==> src/common/sa_config.svh <==
`ifndef SA_CONFIG_SVH
`define SA_CONFIG_SVH

// ------------------------------------------------------------
// array geometry
// ------------------------------------------------------------
`define SA_NUM_ROW      4       // grid rows, one left bank each
`define SA_NUM_COL      4       // grid columns, one top and one result bank each

// ------------------------------------------------------------
// datapath widths
// ------------------------------------------------------------
`define SA_DATA_WIDTH   8       // operand word
`define SA_ACCU_WIDTH   32      // accumulator, wraps on overflow
`define SA_ADDR_WIDTH   4       // bank address

// words per bank
`define SA_BANK_DEPTH   (1 << `SA_ADDR_WIDTH)

`endif

==> src/common/sa_pkg.sv <==
`include "sa_config.svh"

package sa_pkg;

    // ------------------------------------------------------------
    // datapath types
    // ------------------------------------------------------------
    typedef logic [`SA_DATA_WIDTH-1:0] operand_t;   // unsigned operand
    typedef logic [`SA_ACCU_WIDTH-1:0] accum_t;     // unsigned, modulo 2^32
    typedef logic [`SA_ADDR_WIDTH-1:0] addr_t;      // word address in any bank

    // ------------------------------------------------------------
    // host command
    // ------------------------------------------------------------
    // compute streams the start..end range of both operand groups
    // through the grid and adds onto whatever the cells already hold;
    // flush moves the accumulators into the result banks and clears
    // the grid, one row per cycle
    typedef enum logic [0:0]
    {
        SA_CMD_COMPUTE = 1'b0,  // multiply-accumulate pass
        SA_CMD_FLUSH   = 1'b1   // drain results
    } sa_cmd_e;

endpackage

==> src/pe_array/pe_cell.sv <==
`timescale 1ns/1ns

module pe_cell
(
    input  logic             clk,
    input  logic             rst_n,
    input  sa_pkg::operand_t i_a,
    input  logic             i_a_valid,
    input  sa_pkg::operand_t i_b,
    input  logic             i_b_valid,
    input  logic             i_shift,
    input  sa_pkg::accum_t   i_accum_in,
    output sa_pkg::operand_t o_a,
    output logic             o_a_valid,
    output sa_pkg::operand_t o_b,
    output logic             o_b_valid,
    output sa_pkg::accum_t   o_accum
);
    import sa_pkg::*;

    accum_t product;

    assign product = accum_t'(i_a) * accum_t'(i_b);    // full 16-bit product

    // operands move on right and down
    always_ff @(posedge clk)
    begin
        o_a <= i_a;
        o_b <= i_b;
    end

    always_ff @(posedge clk or negedge rst_n)
    begin
        if (!rst_n)
        begin
            o_a_valid <= 1'b0;
            o_b_valid <= 1'b0;
            o_accum   <= '0;
        end
        else
        begin
            o_a_valid <= i_a_valid;
            o_b_valid <= i_b_valid;
            if (i_shift)
            begin
                o_accum <= i_accum_in;                 // take the cell above
            end
            else if (i_a_valid && i_b_valid)
            begin
                o_accum <= o_accum + product;          // wraps mod 2^32
            end
        end
    end

    // row and column skew must land both operands here together
    a_valid_aligned: assert property (@(posedge clk) disable iff (!rst_n)
        i_a_valid == i_b_valid);

endmodule

==> src/pe_array/pe_array.sv <==
`timescale 1ns/1ns
`include "sa_config.svh"

module pe_array
(
    input  logic                               clk,
    input  logic                               rst_n,
    input  sa_pkg::operand_t [`SA_NUM_ROW-1:0] i_left_operand,
    input  logic [`SA_NUM_ROW-1:0]             i_left_valid,
    input  sa_pkg::operand_t [`SA_NUM_COL-1:0] i_top_operand,
    input  logic [`SA_NUM_COL-1:0]             i_top_valid,
    input  logic                               i_shift,
    output sa_pkg::accum_t [`SA_NUM_COL-1:0]   o_bottom_accum
);
    import sa_pkg::*;

    // the last column and last row of the buses fall off the edge
    operand_t a_bus   [`SA_NUM_ROW][`SA_NUM_COL+1];
    logic     a_valid [`SA_NUM_ROW][`SA_NUM_COL+1];
    operand_t b_bus   [`SA_NUM_ROW+1][`SA_NUM_COL];
    logic     b_valid [`SA_NUM_ROW+1][`SA_NUM_COL];
    accum_t   accum   [`SA_NUM_ROW][`SA_NUM_COL];

    for (genvar r = 0; r < `SA_NUM_ROW; r++)
    begin : g_left
        assign a_bus[r][0]   = i_left_operand[r];
        assign a_valid[r][0] = i_left_valid[r];
    end

    for (genvar c = 0; c < `SA_NUM_COL; c++)
    begin : g_top
        assign b_bus[0][c]       = i_top_operand[c];
        assign b_valid[0][c]     = i_top_valid[c];
        assign o_bottom_accum[c] = accum[`SA_NUM_ROW-1][c];
    end

    // ------------------------------------------------------------
    // cell grid
    // ------------------------------------------------------------
    for (genvar r = 0; r < `SA_NUM_ROW; r++)
    begin : g_row
        for (genvar c = 0; c < `SA_NUM_COL; c++)
        begin : g_col
            accum_t accum_above;

            if (r == 0)
            begin : g_first
                assign accum_above = '0;            // zero shifts into the top row
            end
            else
            begin : g_inner
                assign accum_above = accum[r-1][c];
            end

            pe_cell u_cell
            (
                .clk        (clk),
                .rst_n      (rst_n),
                .i_a        (a_bus[r][c]),
                .i_a_valid  (a_valid[r][c]),
                .i_b        (b_bus[r][c]),
                .i_b_valid  (b_valid[r][c]),
                .i_shift    (i_shift),
                .i_accum_in (accum_above),
                .o_a        (a_bus[r][c+1]),
                .o_a_valid  (a_valid[r][c+1]),
                .o_b        (b_bus[r+1][c]),
                .o_b_valid  (b_valid[r+1][c]),
                .o_accum    (accum[r][c])
            );
        end
    end

endmodule

==> config.mk <==
export PLATFORM = sky130hd
export DESIGN_NAME = pe_array
export DESIGN_NICKNAME = d
export VERILOG_FILES = /design/src/common/sa_pkg.sv /design/src/pe_array/pe_cell.sv /design/src/pe_array/pe_array.sv
export VERILOG_INCLUDE_DIRS = /design/src /design/src/common
export SDC_FILE = /design/constraint.sdc
export NUM_CORES = 2
export LEC_CHECK = 0
export ABC_AREA = 0
export BUFFER_PORTS_ARGS = -buffer_cell sky130_fd_sc_hd__buf_2
export CAP_MARGIN = 5
export CORE_AREA = 5 5 349 351
export DETAILED_ROUTE_END_ITERATION = 12
export DIE_AREA = 0 0 354 356
export GPL_TIMING_DRIVEN = 0
export PLACE_DENSITY = 0.87
export SYNTH_ARGS = -nofsm -noshare
export SYNTH_HDL_FRONTEND = slang
export SYNTH_HIERARCHICAL = 1
export SYNTH_SLANG_ARGS = --single-unit
==> constraint.sdc <==
create_clock -name clk -period 5.1 [get_ports clk]
set_input_delay 1.02 -clock clk [delete_from_list [all_inputs] [get_ports clk]]
set_output_delay 1.02 -clock clk [all_outputs]
set_load 0.02 [all_outputs]
# ---- Word-level counts from Yosys, hierarchy flattened
# Cells that the tools add are included.
dict set report totals {
  word_cells 160
  reg_bits 728
  out_inout_bits 128
}
dict set report op_classes {
  mul 16
  n_reduce_logical 32
  mux 32
  n_addsub 16
}
# cell count
set ops {}
lappend ops {{32-bit 2-to-1 mux} 32}
lappend ops {{32-bit by 16-bit adder with 32-bit output} 16}
lappend ops {{8-bit by 8-bit multiplier with 16-bit output} 16}
lappend ops {{2-bit nonzero test} 16}
lappend ops {{1-bit logical AND} 16}

# ---- Longest topological paths before layout
dict set report depth {
  ltp_word 4
  ltp_mapped 20
  depth_no_buf 18
}

# ---- Cells and area by module
# The synthesis kept the hierarchy.
# mod cells_each n_inst seq_area_each_um2 area_each_um2
set modules_own_cells {}
lappend modules_own_cells {{pe_cell at g_row[0].g_col[0].u_cell ...} 515 5 1171.1 4692.0}
lappend modules_own_cells {{pe_cell at g_row[2].g_col[3].u_cell ...} 519 5 1171.1 4678.2}
lappend modules_own_cells {{pe_cell at g_row[1].g_col[3].u_cell ...} 553 3 1171.1 4865.9}
lappend modules_own_cells {{pe_cell at g_row[1].g_col[2].u_cell} 563 1 1171.1 4999.8}
lappend modules_own_cells {{pe_cell at g_row[0].g_col[1].u_cell} 565 1 1171.1 4948.5}
lappend modules_own_cells {{pe_cell at g_row[2].g_col[2].u_cell} 538 1 1171.1 4778.3}
lappend modules_own_cells {pe_array 1 1 0.0 3.8}

# ---- Least setup slack after synthesis
# No wires, ideal clock.
dict set report synth_path {
  path_type {input to register}
  startpoint {in i_top_operand[17] in the netlist's numbering}
  endpoint {reg g_row[0].g_col[2].u_cell.o_accum[14]}
  cell_stages 17
  arrival_time_ns 4.965
  n_path_buf 1
  required_ns 4.950
  setup_time_ns 0.150
  slack_ns -0.015
  path_cell_list {clkbuf_1 > nand2_1 > fa_1 > inv_1 > fa_1 > fa_1 > inv_1 > fa_1 > inv_1 > ha_1 > a21o_1 > a31oi_1 > a21boi_0 > a41oi_1 > o21ai_0 > mux2i_1 > o311ai_0}
}
dict set report synth_via {
  elab_chain_cells 4
}
# element line_no
set synth_rtl {}
lappend synth_rtl {{start, declared} pe_array.sv:10} ;# input sa_pkg::operand_t [`SA_NUM_COL-1:0] i_top_operand,
lappend synth_rtl {{8-bit by 8-bit multiplier with 16-bit output} pe_cell.sv:23} ;# assign product = accum_t'(i_a) * accum_t'(i_b);
lappend synth_rtl {{32-bit by 16-bit adder with 32-bit output} pe_cell.sv:50} ;# o_accum <= o_accum + product;
lappend synth_rtl {{32-bit 2-to-1 mux} pe_cell.sv:48} ;# else if (i_a_valid && i_b_valid)
lappend synth_rtl {{32-bit 2-to-1 mux} pe_cell.sv:44} ;# if (i_shift)
lappend synth_rtl {{end signal, assigned} pe_cell.sv:46} ;# o_accum <= i_accum_in;
lappend synth_rtl {{end signal, assigned} pe_cell.sv:50}
lappend synth_rtl {{end, declared} pe_cell.sv:17} ;# output sa_pkg::accum_t o_accum
# No other way between the ends. The select of a mux whose other input is x is not followed.
# A chain may end at the register's enable or synchronous reset.

# ---- Worst setup path after layout
dict set report layout_path {
  startpoint {in i_left_operand[12] in the netlist's numbering}
  endpoint {reg g_row[1].g_col[0].u_cell.o_accum[24]}
}
dict set report layout_via {
  elab_chain_cells 4
}
# element line_no
set layout_rtl {}
lappend layout_rtl {{start, declared} pe_array.sv:8} ;# input sa_pkg::operand_t [`SA_NUM_ROW-1:0] i_left_operand,
lappend layout_rtl {{8-bit by 8-bit multiplier with 16-bit output} pe_cell.sv:23}
lappend layout_rtl {{32-bit by 16-bit adder with 32-bit output} pe_cell.sv:50}
lappend layout_rtl {{32-bit 2-to-1 mux} pe_cell.sv:48}
lappend layout_rtl {{32-bit 2-to-1 mux} pe_cell.sv:44}
lappend layout_rtl {{end signal, assigned} pe_cell.sv:46}
lappend layout_rtl {{end signal, assigned} pe_cell.sv:50}
lappend layout_rtl {{end, declared} pe_cell.sv:17}
# No other way between the ends. The select of a mux whose other input is x is not followed.

==> metrics.md <==
| Metric | Value |
|---|---|
| Post-DRT Antenna Nets | 0 |
| RR Startpoint | g_row[1].g_col[3].u_cell/o_b[0] |
| Core Region | 119000 um2 |
| Largest net degree at the start of global routing | 122 |
| Global-route wire length before repair | 342000 um |
| CTS tree | done |
| H-tree levels | 3 |
| Commonest non-fill, non-tap cells in the layout | inv_1, nand2_1, fa_1 |
| Post-route insts no fill | 10500 |
| Fin nets | 10400 |
| Critical Path Source Type | input pin |
| Initial antenna violation count | 7 |
| Status | finished, final reports clean |
| Logic pwr share | 69.7% |
| Grt ovf | 0 |
| Final HPWL DP | 167000 um |
| Type of the tightest min-delay check | input pin to async pin |
| Clock Pin Slew Worst Setup and Hold Paths | 60 ps |
| Leakage | 40.6 nW |
| # DRC | 0 |
| Actual slew at the worst max-slew pin | 1030 ps |
| Placed Cells | 10300 |
| Worst-case clock buffer depth | 3 |
| Peak VDD IR | 0.000547 V |
| CP Capture Type | flip-flop |
| Mapped cell area | 74700 um2 |
| Slowest CP cell | fa_1 |
| Fraction of layout cells with a size suffix above 1 | 8.33% |
| Setup violators final | 0 |
| Setup crit start | i_left_operand[12] |
| Achievable Freq | 201 MHz |
| CP max stage delay | 560 ps |
| Worst path bufs/invs | 5 |
| Via Count | 62900 |
| Die area | 126000 um2 |
| Period minus WS final | 4990 ps |
| Syn avg cell area | 8.87 um2 |
| Worst EP arrival | 5580 ps |
| Port Buffers | 202 |
| P&R area growth vs syn | 9.46% |
| I/O pin cnt | 203 |
| Post-route core utilization | 68.9% |
| Most used cell, CP | fa_1 |
| Psw | 26.4 mW |
| Starting Density | 62.9% |
| Power Density | 629 nW/um2 |
| Worst hold slack | 265 ps |
| RD Place Congestion | 0.999 |
| Clock network power share | 12.8% |
| Sw Ratio | 51.4% |
| CTS Buf Count | 84 |
| Crit path max fanout | 9 |
| Max-cap viol count | 0 |
| CP Cell Sequence | buf_2 > and2_1 > fa_1 > fa_1 > fa_1 > inv_1 > fa_1 > inv_1 > ha_1 > clkbuf_2 > a21oi_1 > o21ai_0 > a31oi_2 > a211oi_4 > buf_4 > o211ai_1 > xor2_1 > o21ai_1 |
| Vias in the first global route | 66100 |
| DRT Pass-1 Iters | 8 |
| Num rows | 127 |
| Die width | 354 um |
| Avg WL per Cell | 20.3 um |
| Sequential Power Share | 17.5% |
| Yosys warning count | 6 |
| Unrepaired setup endpoints after global routing | true |
| Die H | 356 um |
| WS Path Type | input pin to flip-flop |
| Clk_skew | 39.3 ps |
| Clk_lat worst skew | 730 ps |
| Initial drt markers | 5963 |
| Mapped Cells | 8424 |
| Top Family by Delay on Critical Path | adder cells |
| Total GRT Usage | 33.5% |
| Commonest non-fill, non-tap cell in the layout | inv_1 |
| Int Pwr | 25.0 mW |
| Sinks on Clock Net | 728 |
| DR vias/cell | 6.01 |
| Slew HR | 31.5% |
| Fin. Hold Viols | 0 |
| Critical path data required time | 5700 ps |
| Final WL | 212000 um |
| Final period utilization | 97.8% |
| Max-slew violation count | 0 |
| CTS Root Buffer Type | clkbuf_16 |
[power groups by stage]
stage | clock [mW] | sequential (mW) | combinational (mW)
after detailed placement | 0 | 8.95 | 34.3
final | 6.58 | 8.97 | 35.8
after floorplan | 0 | 8.34 | 26.2
after global routing | 6.89 | 9.03 | 40.1
after global placement | 0 | 8.92 | 32.9
after CTS | 6.64 | 8.86 | 34.7
[final cells by class]
| type | instances | area [um2] |
|---|---|---|
| buffer | 231 | 1150 |
| clock buffer | 107 | 2400 |
| fill | 8628 | 36900 |
| tap | 1548 | 1940 |
| inverter | 1606 | 6030 |
| timing repair buffer | 218 | 1270 |
| sequential | 728 | 17400 |
| multi-input combinational | 5978 | 51000 |
| clock inverter | 51 | 601 |
| antenna | 4 | 10.0 |
[worst reg2reg max path, stage by stage, from the launching register on]
cell	delay, ps
dfxtp_1	400
buf_2	240
nand2_1	120
fa_1	510
inv_1	50
fa_1	480
fa_1	540
inv_1	50
fa_1	500
inv_1	50
ha_1	350
a21o_1	180
nand2_1	130
nand3_1	130
a211o_2	380
a41oi_4	300
buf_6	170
o21ai_0	100
a31oi_1	200
[state kept, by name (all words and copies together), names as in the netlist]
name / flops
g_row.g_col.u_cell/o_b_valid: 12
g_row.g_col.u_cell/o_a_valid: 12
g_row.g_col.u_cell/o_b: 96
g_row.g_col.u_cell/o_accum: 512
g_row.g_col.u_cell/o_a: 96
[worst paths after layout]
| kind | end | slack (ps) | cells past startpoint |
|---|---|---|---|
| min in group clk | g_row[1].g_col[0].u_cell/o_b[0] | 340 | 0 |
| max in group asynchronous | g_row[1].g_col[3].u_cell/o_accum[7] | 3280 | 3 |
| min | g_row[0].g_col[0].u_cell/o_accum[30] | 260 | 1 |
| max reg2reg | g_row[2].g_col[3].u_cell/o_accum[27] | 130 | 18 |
| min reg2reg | g_row[1].g_col[0].u_cell/o_b[0] | 340 | 0 |
| max | g_row[1].g_col[0].u_cell/o_accum[24] | 110 | 18 |
[timing repair]
item                       4_1_cts  5_1_grt
setup buffers                    0       11
gates cloned                     0        0
setup endpoints to repair       24      199
hold buffers                     0        0
pin swaps                        0       16
gates resized for setup         21      195
[metal layers]
metal | share of wire [%] | GRT usage, %
met4 | 7.5 | 21.1
met1 | 37 | 39.6
met3 | 8.1 | 6.83
met2 | 48 | 56.1
met5 | 0 | 0
[stage by stage]
| stage | setup WS, ps | area (um2) | TNS, ps | total power, mW |
|---|---|---|---|---|
| CTS | 4.23 | 81300 | 0 | 50.2 |
| global placement | -8320 | 78100 | -4441270 | 41.8 |
| finish | 114 | 81800 | 0 | 51.4 |
| floorplan | 33.3 | 75200 | 0 | 34.6 |
| detailed placement | -637 | 78300 | -62180 | 43.2 |
| global route | -21.1 | 81800 | -86.5 | 56.0 |
Power figures use the tool's default switching activity.
