--- src/common/sa_config.svh ---
`ifndef SA_CONFIG_SVH
`define SA_CONFIG_SVH

// ------------------------------------------------------------
// array geometry
// ------------------------------------------------------------
`define SA_NUM_ROW      4       // grid rows, one left bank each
`define SA_NUM_COL      4       // grid columns, one top and one result bank each

// ------------------------------------------------------------
// datapath widths
// ------------------------------------------------------------
`define SA_DATA_WIDTH   8       // operand word
`define SA_ACCU_WIDTH   32      // accumulator, wraps on overflow
`define SA_ADDR_WIDTH   4       // bank address

// words per bank
`define SA_BANK_DEPTH   (1 << `SA_ADDR_WIDTH)

`endif

--- src/common/sa_pkg.sv ---
`include "sa_config.svh"

package sa_pkg;

    // ------------------------------------------------------------
    // datapath types
    // ------------------------------------------------------------
    typedef logic [`SA_DATA_WIDTH-1:0] operand_t;   // unsigned operand
    typedef logic [`SA_ACCU_WIDTH-1:0] accum_t;     // unsigned, modulo 2^32
    typedef logic [`SA_ADDR_WIDTH-1:0] addr_t;      // word address in any bank

    // ------------------------------------------------------------
    // host command
    // ------------------------------------------------------------
    // compute streams the start..end range of both operand groups
    // through the grid and adds onto whatever the cells already hold;
    // flush moves the accumulators into the result banks and clears
    // the grid, one row per cycle
    typedef enum logic [0:0]
    {
        SA_CMD_COMPUTE = 1'b0,  // multiply-accumulate pass
        SA_CMD_FLUSH   = 1'b1   // drain results
    } sa_cmd_e;

endpackage

--- src/common/sram_port_if.sv ---
`timescale 1ns/1ns

interface sram_port_if #(
    parameter type payload_t = logic
);
    import sa_pkg::*;

    logic     en;       // access strobe
    logic     we;       // write when high, read when low
    addr_t    addr;
    payload_t wdata;
    payload_t rdata;    // one cycle after a read, held otherwise

    modport master
    (
        output en, we, addr, wdata,
        input  rdata
    );

    modport slave
    (
        input  en, we, addr, wdata,
        output rdata
    );

endinterface

--- src/hdl/sram_bank.sv ---
`timescale 1ns/1ns
`include "sa_config.svh"

module sram_bank #(
    parameter type payload_t = logic
)
(
    input  logic        clk,
    input  logic        rst_n,
    sram_port_if.slave  port
);

    payload_t mem [`SA_BANK_DEPTH];     // storage array

    // write side
    always_ff @(posedge clk)
    begin
        if (port.en && port.we)
        begin
            mem[port.addr] <= port.wdata;
        end
    end

    // registered read, holds between accesses
    always_ff @(posedge clk or negedge rst_n)
    begin
        if (!rst_n)
        begin
            port.rdata <= '0;
        end
        else if (port.en && !port.we)
        begin
            port.rdata <= mem[port.addr];
        end
    end

endmodule

--- src/flat_wrapper.sv ---
// flat-port wrapper written by rule: the top's interface ports become plain ports
module sram_bank_flat 
#(
    parameter type payload_t = logic
)
  (clk, rst_n, port_en, port_we, port_addr, port_wdata, port_rdata);
  sram_port_if #(.payload_t(payload_t)) port_i ();
  input  logic clk;
  input  logic rst_n;
  input wire logic [$bits(port_i.en)-1:0] port_en;
  input wire logic [$bits(port_i.we)-1:0] port_we;
  input wire logic [$bits(port_i.addr)-1:0] port_addr;
  input wire logic [$bits(port_i.wdata)-1:0] port_wdata;
  output wire logic [$bits(port_i.rdata)-1:0] port_rdata;
  assign port_i.en = port_en;
  assign port_i.we = port_we;
  assign port_i.addr = port_addr;
  assign port_i.wdata = port_wdata;
  assign port_rdata = port_i.rdata;
  sram_bank #(.payload_t(payload_t)) u_core (.clk(clk), .rst_n(rst_n), .port(port_i));
endmodule
--- config.mk ---
export PLATFORM = sky130hd
export DESIGN_NAME = sram_bank_flat
export DESIGN_NICKNAME = d
export VERILOG_FILES = /design/src/common/sa_pkg.sv /design/src/common/sram_port_if.sv /design/src/hdl/sram_bank.sv /design/src/flat_wrapper.sv
export VERILOG_INCLUDE_DIRS = /design/src /design/src/common
export SDC_FILE = /design/constraint.sdc
export NUM_CORES = 1
export LEC_CHECK = 0
export ABC_AREA = 1
export BUFFER_PORTS_ARGS = -buffer_cell sky130_fd_sc_hd__buf_2
export CAP_MARGIN = 25
export CORE_UTILIZATION = 58
export DETAILED_ROUTE_END_ITERATION = 10
export GPL_ROUTABILITY_DRIVEN = 0
export PLACE_DENSITY = 0.85
export SLEW_MARGIN = 20
export SYNTH_ARGS = -nofsm -noshare
export SYNTH_HDL_FRONTEND = slang
export SYNTH_SLANG_ARGS = --single-unit
--- constraint.sdc ---
create_clock -name clk -period 2 [get_ports clk]
set_input_delay 0.4 -clock clk [delete_from_list [all_inputs] [get_ports clk]]
set_output_delay 0.4 -clock clk [all_outputs]
set_load 0.01 [all_outputs]
* Word-level counts from Yosys, hierarchy flattened
Memories as Yosys holds them, arrays and structs flattened. A register that Yosys moved wholly into a read port is not among the register bits. Cells that the tools add are included.
Storage, ports and cells: register bits after elaboration 0, RAM bits 16, memories kept 1, logic and storage cells 7
Memories:
- u_core.mem | depth 16, width 1, read ports 1, clocked after Yosys merged registers in 1, wr ports 1, line sram_bank.sv:13 | payload_t mem [`SA_BANK_DEPTH];
Cells by class: reductions and logical operators 4, mux-type cells 2
Operator list (number):
- $logic_and 1x1->1 | 2
- $logic_not 1->1 | 2
- $mux 1 | 2

* Longest topological paths before layout
Gate-level depths: netlist of run 1.
word-level depth 3, mapped depth 9, depth with buffers taken out 9

* Worst setup path before layout of run 1
OpenSTA, ideal clock, no wires.
path kind input port to flip-flop, start point input port_addr[1], end point memory u_core.mem[0] (netlist bit), enable pin, path buffers 1, path slack 0.879 ns, arrival 0.822 ns, required time 1.701 ns, stages on the path 4, path through buf_6 inv_2 nand3_1 nor2_1
RTL lines:
- start, declared | line flat_wrapper.sv:12 | input wire logic [$bits(port_i.addr)-1:0] port_addr;
- end, declared | line sram_bank.sv:13
No word-level cell before the write port.

* Final worst setup path of run 1
start point register u_core.port.rdata, read port of u_core.mem, end point output port_rdata
RTL lines:
- start, declared | line sram_port_if.sv:23 | output rdata
- end, declared | line flat_wrapper.sv:14 | output wire logic [$bits(port_i.rdata)-1:0] port_rdata;
No word-level cell between the ends.

==> qor.txt, run 1 <==
# placed instances -> 118
FF+latch area -> 505.5 um^2
Max Cap Viol -> 0
Fin Clk Skew -> 0.007990 ns
Global Route Usage Sum -> 0.2309
Crit path arrival time -> 0.81 ns
# Post-CTS Setup Buffers -> 0
# rows -> 13
final wirelength -> 1519 um
H-tree depth -> 1
TritonCTS Buffers -> 3
diodes inserted -> 0
largest area contributor in the netlist -> edfxtp_1
Tightest Pin Transition -> 0.2306 ns
most common cell after layout, fill and taps aside -> nand2_1
PortBufs -> 9
Remaining Overflow, GRT -> 0
clk slew on worst S/H paths -> 0.09 ns
Post-DP HPWL -> 1133 um
Max transition margin -> 0.8463
FF+latch count, synth -> 17
WP data required -> 1.60 ns
register area share after synthesis -> 0.6084
DR iter-0 viols -> 23
commonest non-fill, non-tap cells in the layout -> 34 x nand2_1, 23 x nor2_1, 16 x edfxtp_1
CTS root buf -> clkbuf_4
min Tclk post-route -> 1.208 ns
layout cells sized above 1 -> 0.1389
vias in the first global route -> 513
clk buf depth -> 2
Crit. Startpoint -> u_core.port.rdata
WP buf/inv -> 1
Horiz. Die Dim -> 39.85 um
first-pass GRT wire length -> 2208 um
Die Y -> 39.85 um
CTS tree -> yes
Slew Limit Fails -> 0
number of detailed-route iterations in the first pass -> 4
leakage -> 0.4005 nW
nets@finish -> 118
critical path class -> flop to output pin
clk sinks -> 17
starting density of the core -> 0.6306
Worst VDD drop -> 490.2 uV
worst r2r src -> u_core.mem[14]
Yosys cell types -> 9
top post-synthesis cells by area -> edfxtp_1 58%, nand2_1 15%, nor2_1 10%
Setup Total Neg Slack -> 0 ns
endpoint class of the critical path -> output pin
Pwr per Cell Area -> 710.3 nW/um^2
synthesized area per cell -> 8.654 um^2
Cells after Synth -> 96
Cell Chain, Critical Path -> buf_2
DR vias -> 644
largest net degree at the start of global routing -> 17
Final ANT Viol Nets -> 0
Max Clk Rate -> 827.6 MHz
# DRC -> 0
Top Family by Delay on Critical Path -> flip-flops
CP max stage cell -> dfrtp_1
Routed WL per cell -> 12.35 um
antenna violations before repair -> 0
P&R area growth vs syn -> 9.488%
Worst path max stage delay -> 0.39 ns
# IOs -> 10
CP Max Fanout -> 2
worst skew pair latency -> 0.29 ns
area of the multi-input gates -> 265.3 um^2
synthesized net count -> 105
endpoints failing setup -> 0
period utilisation layout -> 0.6041
Final Non-Filler Cells -> 123
Avg Vias per Cell -> 5.236
synth warn -> 0
core area -> 1318 um^2
status -> complete, no violations
Synth top area share -> 0.5783
worst hold path class -> input port to async pin
Fin. Hold Viols -> 0
critical path launch point type -> flop
RSZ-0062 raised after global routing -> no
Filler cells -> 100
Cell Area, Synth -> 830.8 um^2
Die ar. -> 1588 um^2
## state kept, by name, summed over array words and instances (netlist names)
signal and count:
u_core.port.rdata 1, u_core.mem 16
## power by group
part / switching (mW) / leakage [nW] / internal [mW]
Combinational: 0.0440 / 0.227 / 0.0221
Clock: 0.107 / 0.0177 / 0.0743
Sequential: 0.00257 / 0.156 / 0.396
## path summary, 6_finish.rpt
check                                          to  cells after the start  slack [ns]
min in group clk                u_core.port.rdata                      4        0.40
max in group asynchronous       u_core.port.rdata                      2        1.52
worst max register to register  u_core.port.rdata                      8        1.02
worst min register to register  u_core.port.rdata                      2        0.52
worst min-delay path            u_core.port.rdata                      2        0.40
worst max-delay path                   port_rdata                      1        0.79
## through the flow
stage | hold WS, ns | setup WS, ns | area (um^2) | power (mW) | utilization
floorplan | 0.1044 | 0.8785 | 830.8 | 0.4489 | -
CTS | 0.4098 | 0.7844 | 909.6 | 0.6475 | 0.6904
detailed placement | 0.1767 | 0.6597 | 872.1 | 0.4713 | 0.6619
finish | 0.4023 | 0.7917 | 909.6 | 0.6461 | 0.6904
global route | 0.4151 | 0.7451 | 909.6 | 0.6729 | 0.6904
global placement | 0.1751 | 0.7233 | 872.1 | 0.4693 | 0.6619
## routing by layer
| layer | track usage | wire [um] |
|---|---|---|
| met5 | 0 | 0 |
| met4 | 0.07759 | 17 |
| met3 | 0.05114 | 80 |
| met2 | 0.3689 | 749 |
| met1 | 0.3071 | 671 |
## area by class of cell
class / count / share of cell area
tap: 15 / 0.02063
clock inverter: 1 / 0.005502
inverter: 10 / 0.04127
clock buffer: 3 / 0.02476
multi-input combinational: 67 / 0.2916
timing repair buffer: 10 / 0.06052
sequential: 17 / 0.5557
## cells by family (layout without fill, tap and decap cells)
logic type	after synthesis	after routing	synth area share
flops	17	17	0.6084
simple gates	67	67	0.3193
buf+inv	12	24	0.07229
## synth_stat cells
master and count:
dfrtp_1 1, edfxtp_1 16, inv_1 8, nand3_1 9, buf_6 2, nand2_1 34, nor2_1 23, nand4_1 1
inv_2 2
## timing repair
| item | CTS | global route |
|---|---|---|
| hold buffers | 1 | 0 |
| hold endpoints to repair | 1 | 0 |
| gates resized for setup | 0 | 0 |
Note: power is estimated with default switching activity, not from simulation.
==> run 2: changes to the inputs <==
--- a/config.mk
+++ b/config.mk
@@ -6,13 +6,13 @@
 export SDC_FILE = /design/constraint.sdc
 export NUM_CORES = 1
 export LEC_CHECK = 0
-export ABC_AREA = 1
+export ABC_AREA = 0
 export BUFFER_PORTS_ARGS = -buffer_cell sky130_fd_sc_hd__buf_2
 export CAP_MARGIN = 25
-export CORE_UTILIZATION = 58
+export CORE_UTILIZATION = 49
 export DETAILED_ROUTE_END_ITERATION = 10
 export GPL_ROUTABILITY_DRIVEN = 0
-export PLACE_DENSITY = 0.85
+export PLACE_DENSITY = 0.77
 export SLEW_MARGIN = 20
 export SYNTH_ARGS = -nofsm -noshare
 export SYNTH_HDL_FRONTEND = slang
==> constraint.sdc (replaced) <==
create_clock -name clk -period 1 [get_ports clk]
set_input_delay 0.2 -clock clk [delete_from_list [all_inputs] [get_ports clk]]
set_output_delay 0.2 -clock clk [all_outputs]
set_load 0.01 [all_outputs]
==> run 2 against run 1 <==
The flow now finishes with violations (negative setup slack). First-iteration DRC count grew 26%. Largest cell class unchanged. Clock-buffer cell count stayed put. Combinational power grew 130%. Synthesized area down 2.9%. Non-clock buffer count is 8 higher. Setup slack lost 1.0 ns. Clock skew up 0.0077 ns. Global-route usage fell by 4.4 points. Wire length down 4.1%. Hold slack worse by 0.22 ns. Die area rose by 14%.
==> qor.txt, run 2 <==
# rows -> 14
Global Route Usage Sum -> 0.1873
DR vias -> 556
# IOs -> 10
Most flops, register -> u_core.mem
RSZ-0062 raised after global routing -> yes
first-pass GRT wire length -> 2415 um
worst hold path class -> input port to async pin
Yosys cell types -> 21
nets@finish -> 88
Post-synth ARST share -> 0.05882
WP data required -> 1.20 ns
Cells after Synth -> 59
Horiz. Die Dim -> 42.59 um
setup slack, reg-to-reg -> -0.22 ns
count leader, synth -> edfxtp_1
Max Clk Rate -> 818.2 MHz
Max Cap Viol -> 0
final wirelength -> 1456 um
EDFF count, synth -> 16
commonest non-fill, non-tap cells in the layout -> 16 x edfxtp_1, 13 x nor2_1, 9 x buf_2
CP max stage cell -> mux4_2
largest net degree at the start of global routing -> 17
Comb pwr share -> 0.116
register area share after synthesis -> 0.6264
setup ws final -> -0.2222 ns
Synth top area share -> 0.5953
number of detailed-route iterations in the first pass -> 4
Fin. Hold Viols -> 0
clock network power share -> 0.282
status -> complete, but fails checks
core area -> 1524 um^2
Sw Pwr -> 306.7 uW
Avg Vias per Cell -> 5.915
synthesized area per cell -> 13.68 um^2
synth warn -> 0
vias in the first global route -> 542
clk sinks -> 17
TritonCTS Buffers -> 3
critical path class -> flop to flop
CTS root buf -> clkbuf_4
critical path launch point type -> flop
Tightest Pin Transition -> 0.2284 ns
Max transition margin -> 0.8477
fin util -> 0.6273
endpoint class of the critical path -> flop
Worst path max stage delay -> 0.48 ns
sequential share of power -> 0.602
area post-placement -> 922.1 um^2
top post-synthesis cells by area -> edfxtp_1 60%, nor2_1 6.5%, mux4_2 5.6%
synthesized net count -> 68
largest area contributor in the netlist -> edfxtp_1
Cell Chain, Critical Path -> mux4_2 > a22oi_2 > a31oi_1
Top FF cell, synth -> edfxtp_1
fin area -> 955.9 um^2
Crit. Startpoint -> u_core.mem[11]
Sw Share -> 0.2319
Remaining Overflow, GRT -> 0
PortBufs -> 9
# DRC -> 0
Die Y -> 42.59 um
endpoints failing setup -> 2
clk buf depth -> 2
period utilisation layout -> 1.222
min Tclk post-route -> 1.222 ns
Int Pwr -> 1.016 mW
# Post-CTS Setup Buffers -> 0
P&R area growth vs syn -> 18.45%
FF+latch count, synth -> 17
worst r2r src -> u_core.mem[11]
CTS tree -> yes
Routed WL per cell -> 15.49 um
Filler cells -> 132
leakage -> 0.3369 nW
Die ar. -> 1813 um^2
most common cell after layout, fill and taps aside -> edfxtp_1
Pwr per Cell Area -> 1383 nW/um^2
diodes inserted -> 0
Fin Clk Skew -> 0.01567 ns
layout cells sized above 1 -> 0.3846
H-tree depth -> 1
top cells by count, synth -> 16 x edfxtp_1, 14 x nor2_1, 4 x nor3_1
Worst VDD drop -> 835.5 uV
Cell Area, Synth -> 807.0 um^2
Post-DP HPWL -> 1075 um
DR iter-0 viols -> 29
biggest regs -> u_core.mem (16), u_core.port.rdata (1)
Crit path arrival time -> 1.42 ns
failing checks -> negative setup slack
Slew Limit Fails -> 0
antenna violations before repair -> 0
starting density of the core -> 0.5296
clk slew on worst S/H paths -> 0.11 ns
Final ANT Viol Nets -> 0
depth of the most critical reg-to-reg path -> 3
CP Max Fanout -> 1
max reg flops -> 16
worst skew pair latency -> 0.31 ns
[run 2: cell count changes after synthesis, moves of 4 or more]
cell / previous run / this run
nand3_1: 9 / 1
nor2_1: 23 / 14
nor3_1: 0 / 4
inv_1: 8 / 0
nand2_1: 34 / 2
[run 2: kinds of logic after synthesis]
kind of cell	after synthesis	synth area share
compound gates	3	0.03721
flops	17	0.6264
buf+inv	3	0.02636
mux	5	0.1132
simple gates	31	0.1969
[run 2: metal layers]
layer	wire length, um	part of all wire	GRT usage	vias to the layer above
met3	84	0.058	0.03879	5
met4	37	0.025	0.09375	0
li1	-	-	-	266
met1	650	0.45	0.2602	268
met2	683	0.47	0.2800	17
met5	0	0	0	-
[run 2: area by class of cell]
type	count	area, um^2	share of cell area
clock buffers	3	22.52	0.02356
clock inverters	1	5.005	0.005236
multi-input cells	39	287.8	0.3010
flip-flops and latches	17	505.5	0.5288
well taps	16	20.02	0.02094
repair buffers	18	115.1	0.1204
[run 2: worst max-delay path, delay by kind of cell (launching register included)]
kind | cells | cell delay, ns
DFF | 1 | 0.38
AOI/OAI and AO/OA | 2 | 0.26
muxes | 1 | 0.48
[run 2: through the flow]
| stage | setup WS (ns) | hold WS, ns | cells | total power [mW] | setup TNS [ns] |
|---|---|---|---|---|---|
| floorplan | -0.1635 | -0.09559 | 59 | 0.8971 | -0.6427 |
| global placement | -0.2611 | -0.02519 | 89 | 0.9594 | -3.085 |
| detailed placement | -0.2860 | -0.02022 | 89 | 0.9628 | -3.236 |
| CTS | -0.2282 | 0.1820 | 94 | 1.318 | -0.2567 |
| global route | -0.2498 | 0.1916 | 94 | 1.358 | -0.3363 |
| finish | -0.2222 | 0.1801 | 94 | 1.322 | -0.2541 |
[run 2: what timing repair did]
action	in CTS	in global routing
cloned	0	0
hold buffers	1	0
gates resized for setup	0	1
endpoints found under the setup margin	2	3
hold endpoints to repair	1	0
[run 2: power by group through the flow]
stage,Combinational [mW],Sequential [mW],Clock [mW]
6_report,0.153,0.796,0.373
5_1_grt,0.168,0.798,0.392
3_3_place_gp,0.147,0.812,0
3_5_place_dp,0.150,0.813,0
2_1_floorplan,0.0818,0.815,0
4_1_cts,0.153,0.796,0.368
[run 2: final timing paths]
kind	to
max	u_core.port.rdata
min reg2reg	u_core.port.rdata
min	u_core.port.rdata
min in group clk	u_core.port.rdata
max reg2reg	u_core.port.rdata
max in group asynchronous	u_core.port.rdata
