### src/common/sa_config.svh
`ifndef SA_CONFIG_SVH
`define SA_CONFIG_SVH

// ------------------------------------------------------------
// array geometry
// ------------------------------------------------------------
`define SA_NUM_ROW      4       // grid rows, one left bank each
`define SA_NUM_COL      4       // grid columns, one top and one result bank each

// ------------------------------------------------------------
// datapath widths
// ------------------------------------------------------------
`define SA_DATA_WIDTH   8       // operand word
`define SA_ACCU_WIDTH   32      // accumulator, wraps on overflow
`define SA_ADDR_WIDTH   4       // bank address

// words per bank
`define SA_BANK_DEPTH   (1 << `SA_ADDR_WIDTH)

`endif

### src/common/sa_pkg.sv
`include "sa_config.svh"

package sa_pkg;

    // ------------------------------------------------------------
    // datapath types
    // ------------------------------------------------------------
    typedef logic [`SA_DATA_WIDTH-1:0] operand_t;   // unsigned operand
    typedef logic [`SA_ACCU_WIDTH-1:0] accum_t;     // unsigned, modulo 2^32
    typedef logic [`SA_ADDR_WIDTH-1:0] addr_t;      // word address in any bank

    // ------------------------------------------------------------
    // host command
    // ------------------------------------------------------------
    // compute streams the start..end range of both operand groups
    // through the grid and adds onto whatever the cells already hold;
    // flush moves the accumulators into the result banks and clears
    // the grid, one row per cycle
    typedef enum logic [0:0]
    {
        SA_CMD_COMPUTE = 1'b0,  // multiply-accumulate pass
        SA_CMD_FLUSH   = 1'b1   // drain results
    } sa_cmd_e;

endpackage

### src/hdl/sa_controller.sv
`timescale 1ns/1ns
`include "sa_config.svh"

module sa_controller
(
    input  logic            clk,
    input  logic            rst_n,
    input  logic            i_cmd_valid,
    input  sa_pkg::sa_cmd_e i_cmd,
    input  sa_pkg::addr_t   i_rd_start_addr,
    input  sa_pkg::addr_t   i_rd_end_addr,
    output logic            o_rd_en,
    output sa_pkg::addr_t   o_rd_addr,
    output logic            o_shift,
    output logic            o_res_wr_en,
    output sa_pkg::addr_t   o_res_wr_addr,
    output logic            o_busy
);
    import sa_pkg::*;

    localparam int DRAIN     = `SA_NUM_ROW + `SA_NUM_COL + 2;   // last operands cross grid
    localparam int CNT_WIDTH = $clog2(DRAIN);

    typedef enum logic [1:0]
    {
        ST_IDLE,
        ST_COMPUTE,
        ST_FLUSH
    } state_e;

    state_e               state;
    addr_t                addr_cnt;     // read address, or flush step
    addr_t                end_addr;
    logic                 rd_active;
    logic [CNT_WIDTH-1:0] drain_cnt;
    logic                 accept;

    assign accept = i_cmd_valid && (state == ST_IDLE);  // dropped while busy

    // ------------------------------------------------------------
    // sequencer
    // ------------------------------------------------------------
    always_ff @(posedge clk or negedge rst_n)
    begin
        if (!rst_n)
        begin
            state     <= ST_IDLE;
            addr_cnt  <= '0;
            end_addr  <= '0;
            rd_active <= 1'b0;
            drain_cnt <= '0;
        end
        else
        begin
            case (state)
                ST_IDLE:
                begin
                    if (accept && i_cmd == SA_CMD_COMPUTE)
                    begin
                        state     <= ST_COMPUTE;
                        addr_cnt  <= i_rd_start_addr;
                        end_addr  <= i_rd_end_addr;
                        rd_active <= 1'b1;
                    end
                    else if (accept)
                    begin
                        state    <= ST_FLUSH;
                        addr_cnt <= '0;
                    end
                end
                ST_COMPUTE:
                begin
                    if (rd_active)
                    begin
                        if (addr_cnt == end_addr)
                        begin
                            rd_active <= 1'b0;
                            drain_cnt <= CNT_WIDTH'(DRAIN - 1);
                        end
                        else
                        begin
                            addr_cnt <= addr_cnt + 1'b1;
                        end
                    end
                    else if (drain_cnt == '0)
                    begin
                        state <= ST_IDLE;
                    end
                    else
                    begin
                        drain_cnt <= drain_cnt - 1'b1;
                    end
                end
                ST_FLUSH:
                begin
                    if (addr_cnt == addr_t'(`SA_NUM_ROW - 1))
                    begin
                        state <= ST_IDLE;
                    end
                    addr_cnt <= addr_cnt + 1'b1;
                end
                default:
                begin
                    state <= ST_IDLE;
                end
            endcase
        end
    end

    assign o_rd_en       = rd_active;
    assign o_rd_addr     = addr_cnt;
    assign o_shift       = (state == ST_FLUSH);     // one row per cycle
    assign o_res_wr_en   = (state == ST_FLUSH);     // bottom row before the shift
    assign o_res_wr_addr = addr_cnt;
    assign o_busy        = (state != ST_IDLE);

    // the read counter only counts up
    a_range_order: assert property (@(posedge clk) disable iff (!rst_n)
        (accept && i_cmd == SA_CMD_COMPUTE) |-> (i_rd_start_addr <= i_rd_end_addr));

endmodule

### config.mk
export PLATFORM = sky130hd
export DESIGN_NAME = sa_controller
export DESIGN_NICKNAME = d
export VERILOG_FILES = /design/src/common/sa_pkg.sv /design/src/hdl/sa_controller.sv
export VERILOG_INCLUDE_DIRS = /design/src /design/src/common
export SDC_FILE = /design/constraint.sdc
export NUM_CORES = 1
export LEC_CHECK = 0
export CAP_MARGIN = 40
export CORE_MARGIN = 4
export CORE_UTILIZATION = 30
export CTS_CLUSTER_DIAMETER = 150
export DETAILED_ROUTE_END_ITERATION = 10
export DONT_BUFFER_PORTS = 1
export HOLD_SLACK_MARGIN = 0.05
export PLACE_DENSITY_LB_ADDON = 0.12
export REMOVE_ABC_BUFFERS = 1
export SLEW_MARGIN = 10
export SYNTH_ARGS = -nofsm -noshare
export SYNTH_HDL_FRONTEND = slang
export SYNTH_SLANG_ARGS = --single-unit
### constraint.sdc
create_clock -name clk -period 2.15 [get_ports clk]
set_input_delay 0.3225 -clock clk [delete_from_list [all_inputs] [get_ports clk]]
set_output_delay 0.3225 -clock clk [all_outputs]
set_load 0.005 [all_outputs]
# [Yosys cells after proc, flatten, opt, wreduce, memory -nomap -nowiden]
# Index checks and enable logic that the tools add are counted.
[word_totals] wordCells=51 inputBits=12 out_inout_bits=12 reg_bits=15
[op_classes] n_bitwise=1 muxes=18 addsub=2 reduce_logical=12 n_eq_ne=13
[ops] op="$mux 4" count=7
[ops] op="$pmux 4 s3" count=1
[ops] op="$mux 2" count=5
[ops] op="$ne 2x2->1 const B" count=5
[ops] op="$reduce_and 4->1" count=2
[ops] op="$ne 2x1->1 const B" count=3
[ops] op="$pmux 2 s3" count=1
[ops] op="$add 4x1->4 const B" count=1
[ops] op="$eq 4x2->1 const B" count=1
[ops] op="$eq 4x4->1" count=1
[ops] op="$logic_not 4->1" count=1
[ops] op="$reduce_and 2->1" count=2
[ops] op="$reduce_bool 2->1" count=2
[ops] op="$sub 4x1->4 const B" count=1
[ops] op="$mux 1" count=3
[ops] op="$ne 3x2->1 const B" count=1
[ops] op="$reduce_and 3->1" count=1
[ops] op="$reduce_bool 3->1" count=1
[ops] op="$eq 2x1->1 const B" count=1
[ops] op="$eq 2x2->1 const B" count=1
[ops] op="$logic_and 1x1->1" count=2
[ops] op="$logic_not 2->1" count=1
[ops] op="$pmux 1 s2" count=1
[ops] op="$not 1->1" count=1

# [Logic depth before layout (Yosys ltp)]
# Gate-level depths: netlist of the first run.
[logic_depth] depth_word=5 ltp_mapped=7 mapped_depth_nobuf=6

# [Worst setup path before layout of the first run]
# No wires, ideal clock.
[synth_path] kind="reg2reg" from="register state[1]" to="register addr_cnt[1] (netlist: o_rd_addr[1])" required_time_ns=2.022 setup_slack_ns=0.321 arrival_ns=1.702 stages_incl_launch_ff=8 n_path_buf=1 setup_ns=0.128 synth_period_minus_slack_ns=1.829 path_cell_list="dfrtp_1 inv_1 ha_1 buf_2 or3_1 nand2_1 a21o_1 mux2_1"
[synth_between] elab_chain_len=5 word_cells_on_any_way=12 cone_classes="5 x eq/ne; 2 x mux; 5 x reduce/logical"
[synth_lines] item="start, declared" line="sa_controller.sv:31" text="state_e state;"
[synth_lines] item="start signal, assigned" line="sa_controller.sv:47" text="state <= ST_IDLE;"
[synth_lines] item="start signal, assigned" line="sa_controller.sv:60" text="state <= ST_COMPUTE;"
[synth_lines] item="start signal, assigned" line="sa_controller.sv:67" text="state <= ST_FLUSH;"
[synth_lines] item="$logic_not 2->1" line="sa_controller.sv:38, sa_controller.sv:55"
[synth_lines] item="$logic_and 1x1->1" line="sa_controller.sv:38" text="assign accept = i_cmd_valid && (state == ST_IDLE);"
[synth_lines] item="$logic_and 1x1->1" line="sa_controller.sv:58" text="if (accept && i_cmd == SA_CMD_COMPUTE)"
[synth_lines] item="$ne 3x2->1 (no source line) or $mux 4 (tied branches)"
[synth_lines] item="$reduce_and 4->1 (no source line) or $pmux 4 s3 (tied branches)"
[synth_lines] item="end signal, assigned" line="sa_controller.sv:61" text="addr_cnt <= i_rd_start_addr;"
[synth_lines] item="end signal, assigned" line="sa_controller.sv:82" text="addr_cnt <= addr_cnt + 1'b1;"
[synth_lines] item="end signal, assigned" line="sa_controller.sv:100" text="addr_cnt <= addr_cnt + 1'b1;"
[synth_lines] item="end, declared" line="sa_controller.sv:32" text="addr_t addr_cnt;"
# Parallel ways exist; a longest one is shown, timed or not.
# A chain may end at the register's enable or synchronous reset.

# [Worst setup path after layout of the first run]
[layout_path] from="register state[0]" to="register addr_cnt[1] (netlist: o_rd_addr[1])"
# Same word-level chain as after synthesis.

==> results of run 1 <==
==> per-stage QoR <==
| step | worst slack, ps | hold WS (ps) | power [mW] | instances | util, % |
|---|---|---|---|---|---|
| after floorplan | 355 | 26.9 | 1.27 | 105 | - |
| after global placement | 302 | 27.4 | 1.56 | 159 | 33.2 |
| after detailed placement | 263 | 27.7 | 1.56 | 159 | 33.2 |
| after CTS | 245 | 124 | 1.74 | 164 | 34.3 |
| after global routing | 104 | 116 | 1.89 | 164 | 34.3 |
| final | 254 | 138 | 1.71 | 164 | 34.3 |
==> synth_stat cells, drive strengths merged, types with 2 or more instances <==
master,number,share of area (%)
a2111oi,2,1.7
a21o,2,1.4
a21oi,3,1.4
a221oi,2,1.7
and2,2,1.2
and3,2,1.2
and3b,2,1.7
buf,7,4.5
dfrtp,15,36
ha,7,8.3
inv,10,3.6
mux2i,2,1.9
nand2,19,6.8
nand2b,4,2.4
nand3,3,1.4
nor3,2,0.95
o21ai,4,1.9
o2bb2ai,2,1.7
o31ai,3,2.1
o41ai,2,4.2
xor2,4,4.8
==> final cells by class <==
cell class	count	area, µm²	share of cell area [%]
multi-input combinational	80	586	50.8
tap	46	57.6	4.99
clock buffer	4	26.3	2.28
sequential	15	375	32.6
inverter	10	37.5	3.26
timing repair buffer	9	70.1	6.08
==> logic make-up (layout without fill, tap and decap cells) <==
| family | count (synthesis) | count (layout) | share of synthesized area [%] |
|---|---|---|---|
| AND/OR/NAND/NOR | 40 | 40 | 19.1 |
| AO/OA/AOI/OAI | 26 | 26 | 20.6 |
| buffers and inverters | 18 | 23 | 8.46 |
| flip-flops | 15 | 15 | 35.8 |
| adder cells (fa/ha/maj) | 7 | 7 | 8.34 |
| XOR/XNOR | 4 | 4 | 4.77 |
| multiplexers | 3 | 3 | 2.98 |
==> flip-flops by register name, indices dropped and copies added (netlist names) <==
signal and flops:
end_addr 4, o_rd_addr 4, drain_cnt 4, state 2, o_rd_en 1
==> routing by layer <==
| layer | vias to the layer above | wire length, µm | GRT usage [%] |
|---|---|---|---|
| met5 | - | 0 | 0 |
| met2 | 18 | 1180 | 20.5 |
| met1 | 383 | 1080 | 14.2 |
| met4 | 0 | 34 | 4.56 |
| li1 | 401 | - | - |
| met3 | 4 | 135 | 4.83 |
==> worst max-delay path by stage <==
stage | startpoint | endpoint | slack [ps] | depth (start not counted)
CTS | state[0] | o_rd_addr[1] | 250 | 6
detailed placement | state[0] | o_rd_addr[1] | 260 | 6
finish | state[0] | o_rd_addr[1] | 250 | 6
global route | state[0] | o_rd_addr[1] | 100 | 6
floorplan | state[1] | o_rd_addr[1] | 350 | 6
global placement | state[0] | o_rd_addr[1] | 300 | 6
==> report_power, final <==
group          total (mW)  leakage, nW  switching (mW)  internal, mW
sequential          0.522        0.186           0.114         0.408
clock               0.162       0.0150          0.0901        0.0720
combinational        1.03        0.341           0.589         0.438
total                1.71        0.543           0.793         0.918
==> what timing repair did <==
item	4_1_cts	5_1_grt
hold buffers	1	0
hold endpoints to repair	15	0
setup buffers	0	0
==> worst reg2reg max path, delay by kind of cell, from the launching register on <==
kind | cells | cell delay [ps]
AOI/OAI and AO/OA | 1 | 180
DFF | 1 | 360
buffers and inverters | 1 | 90
and+or+nand+nor | 2 | 600
muxes | 1 | 330
adders and majority gates | 1 | 240
==> reports/summary.txt, run 1 <==
RUN STATUS
------------------------------------------------------------------------------------------------------
Result of the run ....................................................................... complete, no violations

CTS
------------------------------------------------------------------------------------------------------
Clock transition at the register clock pins on the worst setup and hold paths after CTS .        90 ps
CTS tree ................................................................................          yes
Number of clock buffers inserted by TritonCTS ...........................................            3
Total number of clock tree sinks ........................................................           15
Resized Gates After CTS .................................................................            0
H-tree depth ............................................................................            1
Buffer depth of the longest clock path ..................................................            2
Buffer type at the clock tree root ...................................................... sky130_fd_sc_hd__clkbuf_4
Clock latency reported for the late side of the worst-skew pair .........................       280 ps

FINISH
------------------------------------------------------------------------------------------------------
Area grow syn2layout ....................................................................        9.77%
Final Net Count .........................................................................          138
Ratio of cells with drive above 1 in the final layout ...................................        13.6%
Commonest non-fill, non-tap cells in the layout ......................................... sky130_fd_sc_hd__nand2_1, sky130_fd_sc_hd__dfrtp_1, sky130_fd_sc_hd__inv_1, sky130_fd_sc_hd__buf_4, sky130_fd_sc_hd__ha_1
Most frequent standard cell in the layout excluding fill and tap cells .................. sky130_fd_sc_hd__nand2_1
Number of diodes added for antenna fixing ...............................................            0
Final-layout fill cell count ............................................................          378
Post-route cell area ....................................................................     1150 µm²

YOSYS
------------------------------------------------------------------------------------------------------
Proportion of synthesized chip area in sequential cells .................................        35.8%
Flip-flop cell with the highest count after synthesis ................................... sky130_fd_sc_hd__dfrtp_1
EDFF count, synth .......................................................................            0
Unique masters post-synth ...............................................................           39
Avg Synthesized Cell Area ...............................................................     9.29 µm²
Post-Synthesis Cells ....................................................................          113
Share of flip-flops with an asynchronous set or reset ...................................         100%
Yosys synthesis warning count ...........................................................            0
Flip-flop and latch count after synthesis ...............................................           15
Synthesized area ........................................................................     1050 µm²

GRT
------------------------------------------------------------------------------------------------------
Global-route wire length before repair ..................................................      4.04 mm
Overall track demand over capacity in global routing ....................................        12.3%
Global-route congestion overflow total ..................................................            0
Number of global-route vias before repair ...............................................          850
Largest net degree at the start of global routing .......................................           16
Initial antenna violation count .........................................................            0

FLOORPLANNING
------------------------------------------------------------------------------------------------------
Placeable Area ..........................................................................     3360 µm²
Std cell rows ...........................................................................           21
Die outline area ........................................................................     4510 µm²
Chip width ..............................................................................      67.2 µm
Effective utilization at floorplan ......................................................        31.2%
Floorplan die height ....................................................................      67.2 µm
Top-Level Pins ..........................................................................           24

DETAILED ROUTING
------------------------------------------------------------------------------------------------------
Via density per instance ................................................................         4.91
Post-detailed-routing wire length .......................................................      2.43 mm
Total number of vias ....................................................................          806
Final routed DRC violation total ........................................................            0
Antenna-violating nets left .............................................................            0
Number of detailed-route iterations in the first pass ...................................            4
Violation count after the first detailed-routing iteration ..............................           32
Routed wire per std cell ................................................................      14.8 µm

PLACEMENT
------------------------------------------------------------------------------------------------------
Routability congestion estimate from global placement ...................................        0.877
Placed wire-length estimate after detailed placement ....................................      1.93 mm
Placed Instance Area ....................................................................     1120 µm²
I/O Buffers .............................................................................            0

PWR
------------------------------------------------------------------------------------------------------
Largest voltage drop on the vdd net .....................................................       490 µV
Power per Cell Area .....................................................................  1490 nW/µm²
P_leak ..................................................................................     0.543 nW

WORST HOLD PATH
------------------------------------------------------------------------------------------------------
Endpoint with the worst hold slack ......................................................  end_addr[2]
Min-delay src ........................................................................... i_rd_end_addr[2]
Hold Crit Depth .........................................................................            2
Path category of the worst min-delay check .............................................. input pin to register

WORST SETUP PATH
------------------------------------------------------------------------------------------------------
Arrival time of data at the critical path endpoint ......................................      2070 ps
Cell depth of the worst flop-to-flop path ...............................................            6
Capturing element type of the critical path .............................................     register
Slowest Stage Delay on Critical Path ....................................................       420 ps
Critical path startpoint category .......................................................     register
Largest fanout on the critical path .....................................................            6
Worst path cell trace ................................................................... inv_1 -> ha_1 -> or3_1 -> nand2_1 -> a21o_1 -> mux2_1
Launch point of the worst reg-to-reg path ...............................................     state[0]
Endpoint of the worst register-to-register path ......................................... o_rd_addr[1]
Critical path buffer and inverter count .................................................            1
Required time reported for the critical path endpoint ...................................      2330 ps
Setup CP Type ........................................................................... register to register
Kind of cell adding the most delay to the critical path ................................. simple AND/OR/NAND/NOR gates
Worst-path cell with the longest stage delay ............................................ sky130_fd_sc_hd__or3_1
Register-to-register setup slack ........................................................       250 ps

STA
------------------------------------------------------------------------------------------------------
Slew at the pin closest to its max-slew limit ...........................................       714 ps
Worst Skew ..............................................................................      7.55 ps
Number of slew-limit violations in the final report .....................................            0
Fmax ....................................................................................      528 MHz
Period minus WS final ...................................................................      1900 ps
Relative max-transition margin ..........................................................        52.3%
Final Setup Violations ..................................................................            0
RSZ-0062 raised after global routing ....................................................        false
Setup_tns ...............................................................................         0 ps
Number of hold violations in the final report ...........................................            0
Ratio of final minimum period to clock period ...........................................        88.2%

RUN
------------------------------------------------------------------------------------------------------
Max-capacitance violation count .........................................................            0

No activity file was read; power rests on OpenSTA's default activity.
==> run 2, diff against run 1 <==
- PLACE_DENSITY: unset -> 0.41
- PLACE_DENSITY_LB_ADDON: 0.12 -> unset
==> reports/summary.txt, run 2 (synthesized netlist as in run 1, its figures left out) <==
WORST SETUP PATH
------------------------------------------------------------------------------------------------------
Capturing element type of the critical path .............................................     register   unchanged
Setup CP Type ........................................................................... register to register   unchanged
Arrival time of data at the critical path endpoint ......................................      2140 ps   was 2070 ps
Required time reported for the critical path endpoint ...................................      2320 ps   was 2330 ps
Largest fanout on the critical path .....................................................            6   unchanged
Critical path startpoint category .......................................................     register   unchanged

WORST HOLD PATH
------------------------------------------------------------------------------------------------------
Path category of the worst min-delay check .............................................. input pin to register   unchanged

PWR
------------------------------------------------------------------------------------------------------
Largest voltage drop on the vdd net .....................................................       566 µV   was 490 µV
Post-route total power ..................................................................      1.73 mW   was 1.71 mW
Power per Cell Area .....................................................................  1510 nW/µm²   was 1490 nW/µm²
P_leak ..................................................................................     0.543 nW   unchanged

RUN
------------------------------------------------------------------------------------------------------
Max-capacitance violation count .........................................................            0   unchanged

FLOORPLANNING
------------------------------------------------------------------------------------------------------
Top-Level Pins ..........................................................................           24   unchanged
Chip width ..............................................................................      67.2 µm   unchanged
Std cell rows ...........................................................................           21   unchanged
Effective utilization at floorplan ......................................................        31.2%   unchanged
Die outline area ........................................................................     4510 µm²   unchanged
Floorplan die height ....................................................................      67.2 µm   unchanged
Placeable Area ..........................................................................     3360 µm²   unchanged

DETAILED ROUTING
------------------------------------------------------------------------------------------------------
Number of detailed-route iterations in the first pass ...................................            3   was 4
Routed length on met1 ...................................................................      1.08 mm   unchanged
Highest metal layer with signal wires ...................................................         met4   unchanged
Final routed DRC violation total ........................................................            0   unchanged
Via density per instance ................................................................         5.10   was 4.91
Total number of vias ....................................................................          837   was 806
Violation count after the first detailed-routing iteration ..............................           19   was 32
Post-detailed-routing wire length .......................................................      2.57 mm   was 2.43 mm
Met3 wire len ...........................................................................       156 µm   was 135 µm
Antenna-violating nets left .............................................................            0   unchanged
Routed wire per std cell ................................................................      15.7 µm   was 14.8 µm
Routed wire length on met2 ..............................................................      1.33 mm   was 1.18 mm

GRT
------------------------------------------------------------------------------------------------------
Largest net degree at the start of global routing .......................................           16   unchanged
Global-route wire length before repair ..................................................      4.39 mm   was 4.04 mm
Global-route congestion overflow total ..................................................            0   unchanged
Overall track demand over capacity in global routing ....................................        13.1%   was 12.3%
Number of global-route vias before repair ...............................................          903   was 850
Initial antenna violation count .........................................................            0   unchanged

FINISH
------------------------------------------------------------------------------------------------------
Most frequent standard cell in the layout excluding fill and tap cells .................. sky130_fd_sc_hd__nand2_1   unchanged
Number of diodes added for antenna fixing ...............................................            0   unchanged
Area grow syn2layout ....................................................................        9.77%   unchanged
Storage element area ....................................................................      375 µm²   unchanged
Final-layout fill cell count ............................................................          383   was 378
Footprint of the multi-input gates ......................................................      586 µm²   unchanged
Final Net Count .........................................................................          138   unchanged
Ratio of cells with drive above 1 in the final layout ...................................        13.6%   unchanged
Commonest non-fill, non-tap cells in the layout ......................................... sky130_fd_sc_hd__nand2_1, sky130_fd_sc_hd__dfrtp_1, sky130_fd_sc_hd__inv_1, sky130_fd_sc_hd__buf_4, sky130_fd_sc_hd__ha_1   unchanged

CTS
------------------------------------------------------------------------------------------------------
Number of clock buffers inserted by TritonCTS ...........................................            3   unchanged
Buffer type at the clock tree root ...................................................... sky130_fd_sc_hd__clkbuf_4   unchanged
Buffer depth of the longest clock path ..................................................            2   unchanged
H-tree depth ............................................................................            1   unchanged
Total number of clock tree sinks ........................................................           15   unchanged
Resized Gates After CTS .................................................................            0   unchanged
Number of buffers added to fix hold violations after cts ................................            1   unchanged
Post-CTS setup buffer count .............................................................            0   unchanged
Clock transition at the register clock pins on the worst setup and hold paths after CTS .        90 ps   about the same
CTS tree ................................................................................          yes   unchanged
Clock latency reported for the late side of the worst-skew pair .........................       280 ps   about the same

STA
------------------------------------------------------------------------------------------------------
Period minus WS final ...................................................................      1970 ps   was 1900 ps
Fmax ....................................................................................      507 MHz   was 528 MHz
Relative max-transition margin ..........................................................        51.0%   was 52.3%
RSZ-0062 raised after global routing ....................................................        false   unchanged
Final Setup Violations ..................................................................            0   unchanged
Slew at the pin closest to its max-slew limit ...........................................       733 ps   was 714 ps
Worst Skew ..............................................................................      5.13 ps   was 7.55 ps
Number of hold violations in the final report ...........................................            0   unchanged
Setup_tns ...............................................................................         0 ps   unchanged
Ratio of final minimum period to clock period ...........................................        91.7%   was 88.2%
Number of slew-limit violations in the final report .....................................            0   unchanged

PLACEMENT
------------------------------------------------------------------------------------------------------
Routability congestion estimate from global placement ...................................        0.826   was 0.877
I/O Buffers .............................................................................            0   unchanged
Placed wire-length estimate after detailed placement ....................................      2.03 mm   was 1.93 mm

RUN STATUS
------------------------------------------------------------------------------------------------------
Result of the run ....................................................................... complete, no violations   unchanged

==> run 2: final cells by class <==
cell class,instances,share of cell area (%)
flip-flops and latches,15,32.6
multi-input cells,80,50.8
repair buffers,9,6.08
inverters,10,3.26
clock buffers,4,2.28
well taps,46,4.99
==> run 2: through the flow <==
stage	hold WS (ps)	instance area, µm²	util (%)	worst slack (ps)	cells
2_1_floorplan	26.9	998	-	355	105
3_3_place_gp	27.4	1120	33.2	300	159
3_5_place_dp	27.4	1120	33.2	221	159
4_1_cts	121	1150	34.3	188	164
5_1_grt	131	1150	34.3	68.3	164
6_report	138	1150	34.3	178	164
==> run 2: critical path: stages (launching register included) <==
cell and delay (ps):
sky130_fd_sc_hd__dfrtp_1 370, sky130_fd_sc_hd__inv_1 100, sky130_fd_sc_hd__ha_1 250, sky130_fd_sc_hd__or3_1 420
sky130_fd_sc_hd__nand2_1 190, sky130_fd_sc_hd__a21o_1 180, sky130_fd_sc_hd__mux2_1 340
==> run 2: power breakdown <==
group,internal [mW],switching [mW],total [mW],leakage (nW)
Sequential,0.408,0.117,0.526,0.186
Combinational,0.441,0.605,1.05,0.341
Clock,0.0720,0.0911,0.163,0.0150
Total,0.921,0.813,1.73,0.543
==> run 2: final timing paths <==
check                           cells past startpoint  slack, ps      endpoint             start
min in group asynchronous                           1        530  drain_cnt[1]             rst_n
worst max-delay path                                6        180  o_rd_addr[1]          state[0]
worst max register to register                      6        180  o_rd_addr[1]          state[0]
max in group asynchronous                           1       1150   end_addr[2]             rst_n
worst min register to register                      1        510  drain_cnt[0]      drain_cnt[0]
worst min-delay path                                2        140   end_addr[3]  i_rd_end_addr[3]
==> run 2: layer usage <==
metal	up-vias	GRT usage, %
met4	0	2.28
li1	406	-
met3	2	5.16
met2	18	23.4
met5	-	0
met1	411	14.7
